--- src/rv_defines.svh ---
`ifndef RV_DEFINES_SVH
`define RV_DEFINES_SVH

// datapath width
`define RV_XLEN 64

`define RV_NREG 32

// data memory depth in 64-bit words
`define RV_DMEM_WORDS 512

`define RV_RESET_PC 64'h0

`endif

--- src/rv_pkg.sv ---
package rv_pkg;

  // instruction word and register index widths
  localparam int unsigned INST_W    = 32;
  localparam int unsigned REG_IDX_W = 5;

  // executed operations, one per supported instruction
  typedef enum logic [3:0] {
    op_addi,
    op_add,
    op_sub,
    op_lui,
    op_auipc,
    op_jal,
    op_jalr,
    op_bne,
    op_lw,
    op_ld,
    op_sd,
    op_addiw,
    op_addw,
    op_ebreak,
    op_illegal
  } op_e;

  // alu_ne returns 1 on mismatch, used by bne
  typedef enum logic [1:0] {
    alu_add,
    alu_sub,
    alu_ne
  } alu_mode_e;

endpackage

--- src/rv_decode_if.sv ---
`timescale 1ns/1ps
`include "rv_defines.svh"

interface rv_decode_if;

  rv_pkg::op_e                   op;
  logic [rv_pkg::REG_IDX_W-1:0]  rd;
  logic [rv_pkg::REG_IDX_W-1:0]  rs1;
  logic [rv_pkg::REG_IDX_W-1:0]  rs2;
  // sign-extended per instruction format
  logic [`RV_XLEN-1:0]           imm;

  modport idu (
    output op, rd, rs1, rs2, imm
  );

  modport exu (
    input op, rd, rs1, rs2, imm
  );

endinterface

--- src/rv_idu.sv ---
`timescale 1ns/1ps
`include "rv_defines.svh"

module rv_idu (
  input  logic [rv_pkg::INST_W-1:0] inst,
  rv_decode_if.idu                  dec
);

  // major opcodes
  localparam logic [6:0] OPC_LOAD   = 7'b0000011;
  localparam logic [6:0] OPC_OP_IMM = 7'b0010011;
  localparam logic [6:0] OPC_AUIPC  = 7'b0010111;
  localparam logic [6:0] OPC_IMM_32 = 7'b0011011;
  localparam logic [6:0] OPC_STORE  = 7'b0100011;
  localparam logic [6:0] OPC_OP     = 7'b0110011;
  localparam logic [6:0] OPC_LUI    = 7'b0110111;
  localparam logic [6:0] OPC_OP_32  = 7'b0111011;
  localparam logic [6:0] OPC_BRANCH = 7'b1100011;
  localparam logic [6:0] OPC_JALR   = 7'b1100111;
  localparam logic [6:0] OPC_JAL    = 7'b1101111;

  localparam logic [rv_pkg::INST_W-1:0] INST_EBREAK = 32'h0010_0073;

  logic [6:0]          opcode;
  logic [2:0]          funct3;
  logic [6:0]          funct7;
  logic [`RV_XLEN-1:0] imm_i;
  logic [`RV_XLEN-1:0] imm_s;
  logic [`RV_XLEN-1:0] imm_b;
  logic [`RV_XLEN-1:0] imm_u;
  logic [`RV_XLEN-1:0] imm_j;
  rv_pkg::op_e         op;

  assign opcode = inst[6:0];
  assign funct3 = inst[14:12];
  assign funct7 = inst[31:25];

  assign imm_i = {{(`RV_XLEN-12){inst[31]}}, inst[31:20]};
  assign imm_s = {{(`RV_XLEN-12){inst[31]}}, inst[31:25], inst[11:7]};
  assign imm_b = {{(`RV_XLEN-13){inst[31]}}, inst[31], inst[7], inst[30:25],
                  inst[11:8], 1'b0};
  assign imm_u = {{(`RV_XLEN-32){inst[31]}}, inst[31:12], 12'b0};
  assign imm_j = {{(`RV_XLEN-21){inst[31]}}, inst[31], inst[19:12], inst[20],
                  inst[30:21], 1'b0};

  always_comb begin
    op = rv_pkg::op_illegal;
    case (opcode)
      OPC_OP_IMM: if (funct3 == 3'b000) op = rv_pkg::op_addi;
      OPC_OP: begin
        if (funct3 == 3'b000 && funct7 == 7'b0000000) op = rv_pkg::op_add;
        if (funct3 == 3'b000 && funct7 == 7'b0100000) op = rv_pkg::op_sub;
      end
      OPC_LUI:    op = rv_pkg::op_lui;
      OPC_AUIPC:  op = rv_pkg::op_auipc;
      OPC_JAL:    op = rv_pkg::op_jal;
      OPC_JALR:   if (funct3 == 3'b000) op = rv_pkg::op_jalr;
      OPC_BRANCH: if (funct3 == 3'b001) op = rv_pkg::op_bne;
      OPC_LOAD: begin
        if (funct3 == 3'b010) op = rv_pkg::op_lw;
        if (funct3 == 3'b011) op = rv_pkg::op_ld;
      end
      OPC_STORE:  if (funct3 == 3'b011) op = rv_pkg::op_sd;
      OPC_IMM_32: if (funct3 == 3'b000) op = rv_pkg::op_addiw;
      OPC_OP_32: begin
        if (funct3 == 3'b000 && funct7 == 7'b0000000) op = rv_pkg::op_addw;
      end
      default: begin
        if (inst == INST_EBREAK) op = rv_pkg::op_ebreak;
      end
    endcase
  end

  // immediate format follows the matched op
  always_comb begin
    case (op)
      rv_pkg::op_lui,
      rv_pkg::op_auipc: dec.imm = imm_u;
      rv_pkg::op_jal:   dec.imm = imm_j;
      rv_pkg::op_bne:   dec.imm = imm_b;
      rv_pkg::op_sd:    dec.imm = imm_s;
      default:          dec.imm = imm_i;
    endcase
  end

  assign dec.op  = op;
  assign dec.rd  = inst[11:7];
  assign dec.rs1 = inst[19:15];
  assign dec.rs2 = inst[24:20];

endmodule

--- src/flat_wrapper.sv ---
// flat-port wrapper written by rule: the top's interface ports become plain ports
module rv_idu_flat 
  (inst, dec_op, dec_rd, dec_rs1, dec_rs2, dec_imm);
  rv_decode_if dec_i ();
  input  logic [rv_pkg::INST_W-1:0] inst;
  output wire logic [$bits(dec_i.op)-1:0] dec_op;
  output wire logic [$bits(dec_i.rd)-1:0] dec_rd;
  output wire logic [$bits(dec_i.rs1)-1:0] dec_rs1;
  output wire logic [$bits(dec_i.rs2)-1:0] dec_rs2;
  output wire logic [$bits(dec_i.imm)-1:0] dec_imm;
  assign dec_op = dec_i.op;
  assign dec_rd = dec_i.rd;
  assign dec_rs1 = dec_i.rs1;
  assign dec_rs2 = dec_i.rs2;
  assign dec_imm = dec_i.imm;
  rv_idu u_core (.inst(inst), .dec(dec_i));
endmodule
--- config.mk ---
export PLATFORM = sky130hd
export DESIGN_NAME = rv_idu_flat
export DESIGN_NICKNAME = d
export VERILOG_FILES = /design/src/rv_pkg.sv /design/src/rv_decode_if.sv /design/src/rv_idu.sv /design/src/flat_wrapper.sv
export VERILOG_INCLUDE_DIRS = /design/src
export SDC_FILE = /design/constraint.sdc
export NUM_CORES = 1
export LEC_CHECK = 0
export BUFFER_PORTS_ARGS = -buffer_cell sky130_fd_sc_hd__buf_2
export CAP_MARGIN = 20
export CORE_UTILIZATION = 30
export DETAILED_ROUTE_END_ITERATION = 10
export PLACE_DENSITY = 0.76
export SLEW_MARGIN = 20
export SYNTH_ARGS = -nofsm -noshare
export SYNTH_HDL_FRONTEND = slang
export SYNTH_SLANG_ARGS = --single-unit
--- constraint.sdc ---
create_clock -name vclk -period 1.8
set_clock_uncertainty 0.15 [all_clocks]
set_input_delay 0.09 -clock vclk [all_inputs]
set_output_delay 0.09 -clock vclk [all_outputs]
set_load 0.02 [all_outputs]
==> qor.txt, run 1 <==
global-route wire length before repair: 6.69 mm
most frequent cell after synthesis: buf_4
fin crit period: 2150 ps
vias in the first global route: 1442
Slew Viols, Final: 0
I/O Buffers: 115
routed length per placed instance: 14.7 µm
Ys Warns: 0
mapped cell area: 1280 µm²
post-synth top area cell: buf_4
P_leak: 1.23 nW
Pwr Total: 0.576 mW
ANT nets after route: 0
ranking of synthesized cells by area: buf_4 29%, a21o_1 11%, nor2b_1 4.9%
number of DRC markers in iteration 0: 72
Critical Path Sink Type: output pin
effective utilization at floorplan: 0.316
nets: 332
post-synthesis cell type count: 52
top cells by count, synth: 50 x buf_4, 18 x a21o_1, 11 x nor2_1, 10 x nor2b_1, 7 x nor3_1
min setup slack post-route: -349 ps
hpwl dp: 3.69 mm
dpl cells: 337
critical path type: in -> out
slew of the pin with the lowest slew margin: 447 ps
crit-path cells: buf_8, and4bb_2, nand4_1, a221o_1, nor3_4, mux2_4, buf_6
hold slack: 282 ps
Setup Viol. Count Final: 5
post-route insts no fill: 348
outcome: complete, but fails checks
All-Layer GR Usage: 0.191
switching power total: 0.319 mW
WL final: 5.11 mm
vias per cell: 5.02
failing checks: negative setup slack
num ports: 115
Seq pwr share: 0
Pwr Density: 245 nW/µm²
Register Area: 0 µm²
Residual DRC: 0
maximum vdd drop: 98.5 µV
dpl ws: -370 ps
post-route clock period utilization: 1.19
worst endpoint data arrival time: 1910 ps
crit path max fanout: 6
FMAX: 0.465 GHz
final hold violation count: 0
crit-path leading delay family: simple AND/OR/NAND/NOR gates
CP bufs+invs: 2
die area: 4540 µm²
startpoint types: input pin
GRT overflow: 0
Slew Limit Headroom: 0.698
crit-path max cell delay: 430 ps
Setup TNS: -1510 ps
Die Y: 67.4 µm
area of the core: 4060 µm²
internal power: 0.257 mW
critical path's slowest cell: a221o_1
total number of vias: 1747
RSZ-0062 raised after global routing: true
syn nets: 207
Clock power frac: 0
Switching Share: 0.554
register area share after synthesis: 0
Rows: 23
post-synth top area share: 0.293
drt pass-1 iters: 4
Syn Inst Count: 175
gpl congestion: 0.924
CLK BUF: 0
Layout area overhead: 83.2%
Die X: 67.4 µm
Logic pwr share: 1.000
Max-cap violations: 0
initial antenna violation count: 0
critical path required time: 1560 ps
n_diodes: 0
Worst Hold Class: in -> out
share of layout cells above drive strength 1: 0.742
Avg Cell Area, Syn: 7.33 µm²
pin count of the biggest net entering global routing: 35
FF+latch count: 0
-- power groups by stage --
| stage | registers, mW | clock network [mW] | logic (mW) |
|---|---|---|---|
| 2_1_floorplan | 0 | 0 | 0.345 |
| 3_3_place_gp | 0 | 0 | 0.496 |
| 3_5_place_dp | 0 | 0 | 0.500 |
| 4_1_cts | 0 | 0 | 0.537 |
| 5_1_grt | 0 | 0 | 0.620 |
| 6_report | 0 | 0 | 0.576 |
-- metal layers --
metal | vias to the layer above | global-route usage | wire length (µm)
li1 | 841 | - | -
met1 | 789 | 0.233 | 1820
met2 | 99 | 0.363 | 2820
met3 | 18 | 0.00676 | 317
met5 | - | 0 | 0
met4 | 0 | 0.0426 | 142
-- area by class of cell --
cell class                      instances  area, µm²
Fill cell                             373       1710
Inverter                                2       7.51
Multi-Input combinational cell        116       1080
Tap cell                               50       62.6
Timing Repair Buffer                  180       1200
-- worst paths after layout --
path / startpoint / end / slack (ps) / cells past startpoint
setup / recovery: inst[2] / dec_imm[0] / -350 / 7
hold / removal: inst[19] / dec_rs1[4] / 280 / 2
-- placed cells by master (no fill, tap or decap), types with 2 or more instances in the layout --
cell and n:
nor2_1 9, nor3_1 4, o22ai_1 2, nor4_1 2, or2_4 2, nor3b_1 3
nor2_2 2, a21oi_1 3, a21o_1 18, buf_8 2, inv_1 2, nand3b_1 4
nand4_1 3, nor3_4 2, nor2b_4 2, nor4_4 2, nor3_2 3, nor2b_1 7
o2bb2ai_4 4, nor4b_1 2, buf_2 100, and2_4 2, nand3_1 2, nand2_1 4
nand2_2 2, o31ai_4 2, buf_6 20, buf_4 57
-- stage by stage --
stage | utilization | cell area [µm²]
after global placement | 0.486 | 1970
final | 0.579 | 2350
after floorplan | - | 1370
after CTS | 0.530 | 2150
after global routing | 0.579 | 2350
after detailed placement | 0.486 | 1970
-- timing repair --
action	in CTS	in global routing
setup buffers	8	5
gates resized for setup	34	36
endpoints found under the setup margin	27	16
hold buffers	0	0
pin swaps	8	9
-- cell families after synthesis --
family,share of synthesized area
buf+inv,0.344
compound gates,0.267
mux,0.0195
simple gates,0.362
xor+xnor,0.00683
(Power assumes the default switching activity.)
==> inputs of run 2 (changes only) <==
Settings changed: ABC_AREA set to 1, CAP_MARGIN 20 to not set, PLACE_DENSITY 0.76 to 0.75.
==> run 2 against run 1 <==
Net effect: the flow still finishes with violations (negative setup slack); worst setup slack improved by 260 ps; combinational power fell by 7.6%; non-clock buffer count fell by 23; die area rose by 3.1%; critical endpoint is now dec_imm[2]; largest power group unchanged.
==> qor.txt, run 2 <==
vias per cell: 4.69 (-6.5%)
ANT nets after route: 0 (unchanged)
crit-path max cell delay: 240 ps (-190 ps)
crit path max fanout: 5 (-1)
Pwr Density: 227 nW/µm² (-7.5%)
worst endpoint data arrival time: 1650 ps (-260 ps)
Syn Inst Count: 259 (+48%)
CP Capture Point: dec_imm[2]
critical path type: in -> out
post-synthesis cell type count: 23 (-56%)
Max-cap violations: 0 (unchanged)
pin count of the biggest net entering global routing: 36 (+2.9%)
Crit. Startpoint: inst[6]
post-synth top area share: 0.272 (-0.0205)
Slew Viols, Final: 0 (unchanged)
All-Layer GR Usage: 0.190 (about the same)
register area share after synthesis: 0 (unchanged)
Avg Cell Area, Syn: 5.11 µm² (-30%)
Die X: 68.4 µm (+1.6%)
min setup slack post-route: -87.7 ps (+261 ps)
Worst Hold Class: in -> out
area of the core: 4120 µm² (+1.4%)
routed length per placed instance: 12.0 µm (-18%)
GRT overflow: 0 (unchanged)
number of DRC markers in iteration 0: 52 (-28%)
Ys Warns: 0 (unchanged)
post-synth top area cell: buf_4
drt pass-1 iters: 4 (unchanged)
share of layout cells above drive strength 1: 0.642 (-0.0995)
critical path's slowest cell: nor3_4
Rows: 23 (unchanged)
Slew Limit Headroom: 0.808 (+0.110)
most common cell after layout, fill and taps aside: buf_2
nets: 400 (+20%)
I/O Buffers: 115 (unchanged)
die area: 4680 µm² (+3.1%)
total number of vias: 1952 (+12%)
critical path required time: 1560 ps (about the same)
post-route clock period utilization: 1.05 (-0.145)
final hold violation count: 0 (unchanged)
global-route wire length before repair: 6.98 mm (+4.4%)
Worst path depth: 16 (+9)
Setup Viol. Count Final: 6 (+1)
ranking of synthesized cells by area: buf_4 27%, nand2_1 18%, nor2_1 13%
n_diodes: 0 (unchanged)
FF+latch count: 0 (unchanged)
hpwl dp: 3.54 mm (-4.0%)
crit-path leading delay family: simple AND/OR/NAND/NOR gates
most frequent cell after synthesis: nand2_1
initial antenna violation count: 0 (unchanged)
Hold Buf Count CTS: 0 (unchanged)
CLK BUF: 0 (unchanged)
startpoint types: input pin
top cells by count, synth: 63 x nand2_1, 48 x buf_4, 45 x nor2_1, 27 x inv_1, 15 x nand3_1
syn nets: 291 (+41%)
slew of the pin with the lowest slew margin: 288 ps (-159 ps)
WL final: 4.99 mm (-2.3%)
Register Area: 0 µm² (unchanged)
dpl cells: 403 (+20%)
gpl congestion: 0.931 (+0.71%)
post-route insts no fill: 416 (+20%)
Layout area overhead: 77.3%
P_leak: 1.35 nW (+9.8%)
CP bufs+invs: 5 (+3)
hold slack: 278 ps (-3.92 ps)
RSZ-0062 raised after global routing: true
Critical Path Sink Type: output pin
maximum vdd drop: 110 µV (+12%)
FMAX: 0.530 GHz (+14%)
most frequent cells in the layout: 99 x buf_2, 48 x nand2_1, 41 x buf_4, 31 x nor2_1
vias in the first global route: 1647 (+14%)
mapped cell area: 1320 µm² (+3.2%)
fin crit period: 1890 ps (-261 ps)
number of fill cells: 372 (-0.27%)
num ports: 115 (unchanged)
effective utilization at floorplan: 0.322 (+0.00561)
outcome: complete, but fails checks
crit-path cells: buf_12, inv_2, nand2_4, nor2_4, buf_4, nand3_2, nand2_2, nor2_4, nand2_2, nor3_4, buf_6, nand3_2, nand2_1, nor2_1, nand2_1, buf_6
failing checks: negative setup slack
Residual DRC: 0 (unchanged)
Die Y: 68.4 µm (+1.6%)
run 2: cell count changes after synthesis, moves of 4 or more:
cell / previous run / this run
nand2_2: 0 / 12
nor2_2: 0 / 7
nand3_1: 3 / 15
inv_1: 2 / 27
o21ai_0: 0 / 12
nand2_1: 6 / 63
nor2_1: 11 / 45
o2bb2ai_1: 4 / 0
nor2b_1: 10 / 0
a21o_1: 18 / 0
nand4_1: 3 / 8
run 2: kinds of logic (layout without fill, tap and decap cells):
family	count (synthesis)	count (layout)	share of synthesized area
compound gates	18	18	0.0747
buf+inv	80	187	0.363
simple gates	161	161	0.562
run 2: metal layers:
metal	wire (µm)	up-vias	track usage
met4	26	0	0.0130
met2	2520	105	0.358
met3	381	2	0.00833
met1	2060	866	0.245
li1	-	979	-
met5	0	-	0
run 2: report_power, final:
| group | switching, mW | internal (mW) |
|---|---|---|
| Combinational | 0.330 | 0.202 |
| Sequential | 0 | 0 |
| Clock | 0 | 0 |
run 2: timing repair:
item                                    CTS  global route
buffers inserted                          7             7
endpoints found under the setup margin    6            19
pin swaps                                22            31
resized for setup                        67            52
run 2: worst min path at each step:
stage | startpoint | to | slack, ps | depth (start not counted)
6_report | inst[19] | dec_rs1[4] | 280 | 2
5_1_grt | inst[19] | dec_rs1[4] | 280 | 2
4_1_cts | inst[19] | dec_rs1[4] | 280 | 2
3_5_place_dp | inst[19] | dec_rs1[4] | 280 | 2
3_3_place_gp | inst[19] | dec_rs1[4] | 280 | 2
2_1_floorplan | inst[31] | dec_imm[31] | 140 | 1
run 2: per-stage QoR:
step	utilization	power (mW)	setup TNS [ps]	setup WS (ps)	cell area, µm²
2_1_floorplan	-	0.312	0	42.9	1330
3_3_place_gp	0.444	0.433	-913	-165	1830
3_5_place_dp	0.444	0.436	-1090	-208	1830
4_1_cts	0.512	0.492	-134	-59.2	2110
5_1_grt	0.570	0.577	-1120	-181	2350
6_report	0.570	0.532	-440	-87.7	2350
run 2: layout make-up:
type	instances	area, µm²	area share
Inverter	30	130	0.0554
Timing Repair Buffer	157	1030	0.440
Tap cell	50	62.6	0.0267
Multi-Input combinational cell	179	1120	0.478
==> inputs of run 3 (changes only) <==
Settings changed: REMOVE_ABC_BUFFERS set to 1.
==> run 3 against run 2 <==
Net effect: the flow still finishes with violations (negative setup slack); cell area down 6.1%; largest cell class unchanged; combinational power down 3%; sequential cell count unchanged; sequential share of layout area did not move; power shrank 3.0%; largest power group unchanged; cell count shrank 1.2%; hold slack got worse by 1.5 ps; worst setup slack gained 4.0 ps; non-clock buffer count down 5.
==> qor.txt, run 3 (same netlist as run 2, synthesis figures left out) <==
Die X: 68.4 µm (unchanged)
pin count of the biggest net entering global routing: 35 (-2.8%)
M1 wire length: 1.84 mm (-11%)
critical path's slowest cell: nor3_4
Slew Limit Headroom: 0.809 (+0.000909)
dpl cells: 403 (unchanged)
GRT overflow: 0 (unchanged)
gpl congestion: 0.896 (-3.7%)
Rows: 23 (unchanged)
final hold violation count: 0 (unchanged)
Setup Viol. Count Final: 6 (unchanged)
CP bufs+invs: 3 (-2)
effective utilization at floorplan: 0.322 (unchanged)
outcome: complete, but fails checks
startpoint types: input pin
critical path type: in -> out
dpl ws: -226 ps (-17.7 ps)
Max-cap violations: 0 (unchanged)
min-delay src: inst[16]
Die Y: 68.4 µm (unchanged)
area of the core: 4120 µm² (unchanged)
maximum vdd drop: 95.3 µV (-13%)
Pwr Density: 235 nW/µm² (+3.4%)
crit-path leading delay family: simple AND/OR/NAND/NOR gates
drt pass-1 iters: 4 (unchanged)
hpwl dp: 3.47 mm (-2.1%)
total number of vias: 1921 (-1.6%)
ANT nets after route: 0 (unchanged)
Worst Hold Class: in -> out
slew of the pin with the lowest slew margin: 286 ps (-1.23 ps)
post-route insts no fill: 411 (-1.2%)
most common cell after layout, fill and taps aside: buf_2
crit-path cells: buf_4, nor3_2, buf_4, nand2_2, nand3_2, nor2_2, nand2_2, nand2_2, nor3_4, nand2_4, o21ai_2, nand2_1, nand2_2, buf_6
All-Layer GR Usage: 0.181 (-0.00936)
Worst path depth: 14 (-2)
fin crit period: 1880 ps (-4.04 ps)
nets: 395 (-1.3%)
vias per cell: 4.67 (-0.39%)
met3 WL: 334 µm (-12%)
most frequent cells in the layout: 102 x buf_2, 50 x nand2_1, 37 x buf_4, 33 x nor2_1, 24 x inv_1
post-route clock period utilization: 1.05 (-0.00225)
WHS Endpoint: dec_rs1[1]
CLK BUF: 0 (unchanged)
Critical Path Sink Type: output pin
P_leak: 1.32 nW (-2.2%)
initial antenna violation count: 0 (unchanged)
global-route wire length before repair: 6.67 mm (-4.4%)
share of layout cells above drive strength 1: 0.601 (-0.0410)
Register Area: 0 µm² (unchanged)
WL final: 4.53 mm (-9.3%)
critical path required time: 1560 ps (about the same)
routed length per placed instance: 11.0 µm (-8.2%)
number of fill cells: 409 (+9.9%)
die area: 4680 µm² (unchanged)
FMAX: 0.531 GHz (+0.21%)
number of DRC markers in iteration 0: 48 (-7.7%)
Slew Viols, Final: 0 (unchanged)
Residual DRC: 0 (unchanged)
I/O Buffers: 115 (unchanged)
n_diodes: 0 (unchanged)
cell mode on critical path: nand2_2
worst endpoint data arrival time: 1640 ps (about the same)
Max Used Layer: met4
RSZ-0062 raised after global routing: true
hold depth: 2 (unchanged)
crit path max fanout: 7 (+2)
failing checks: negative setup slack
crit-path max cell delay: 290 ps (+50 ps)
vias in the first global route: 1605 (-2.6%)
routed wl met2: 2.29 mm (-9.0%)
min setup slack post-route: -83.6 ps (+4.04 ps)
FF+latch count: 0 (unchanged)
num ports: 115 (unchanged)
Layout area overhead: 66.4%
Hold Buf Count CTS: 0 (unchanged)
run 3: where the power goes:
group          switching (mW)  internal [mW]
Clock                       0              0
Sequential                  0              0
Combinational           0.320          0.196
run 3: what timing repair did:
| action | in CTS | in global routing |
|---|---|---|
| buffers inserted | 4 | 5 |
| pin swaps | 20 | 25 |
| gates resized for setup | 52 | 40 |
| setup endpoints to repair | 6 | 15 |
| cloned | 0 | 0 |
run 3: through the flow:
step	area (µm²)	hold slack, ps	TNS (ps)	util	power, mW
after floorplan	956	30.0	-33.7	-	0.154
after global placement	1810	278	-1210	0.440	0.437
after detailed placement	1810	278	-1180	0.440	0.439
after CTS	2010	278	-224	0.490	0.481
after global routing	2200	286	-1100	0.535	0.564
final	2200	276	-414	0.535	0.517
run 3: how the worst max path moves through the flow:
stage                        start     endpoint
after floorplan            inst[1]   dec_imm[0]
after global placement    inst[13]   dec_imm[0]
after detailed placement  inst[13]   dec_imm[0]
after CTS                  inst[3]  dec_imm[11]
after global routing       inst[6]   dec_imm[1]
final                      inst[5]  dec_imm[11]
run 3: cell type report:
| type | instances | area [µm²] | share of cell area |
|---|---|---|---|
| Multi-Input combinational cell | 179 | 1060 | 0.482 |
| Tap cell | 50 | 62.6 | 0.0284 |
| Inverter | 30 | 133 | 0.0602 |
| Timing Repair Buffer | 152 | 947 | 0.430 |
run 3: per-layer routing:
metal | up-vias | global-route usage
met5 | - | 0
met4 | 0 | 0.0313
met3 | 8 | 0.0133
met2 | 110 | 0.353
met1 | 834 | 0.213
li1 | 969 | -
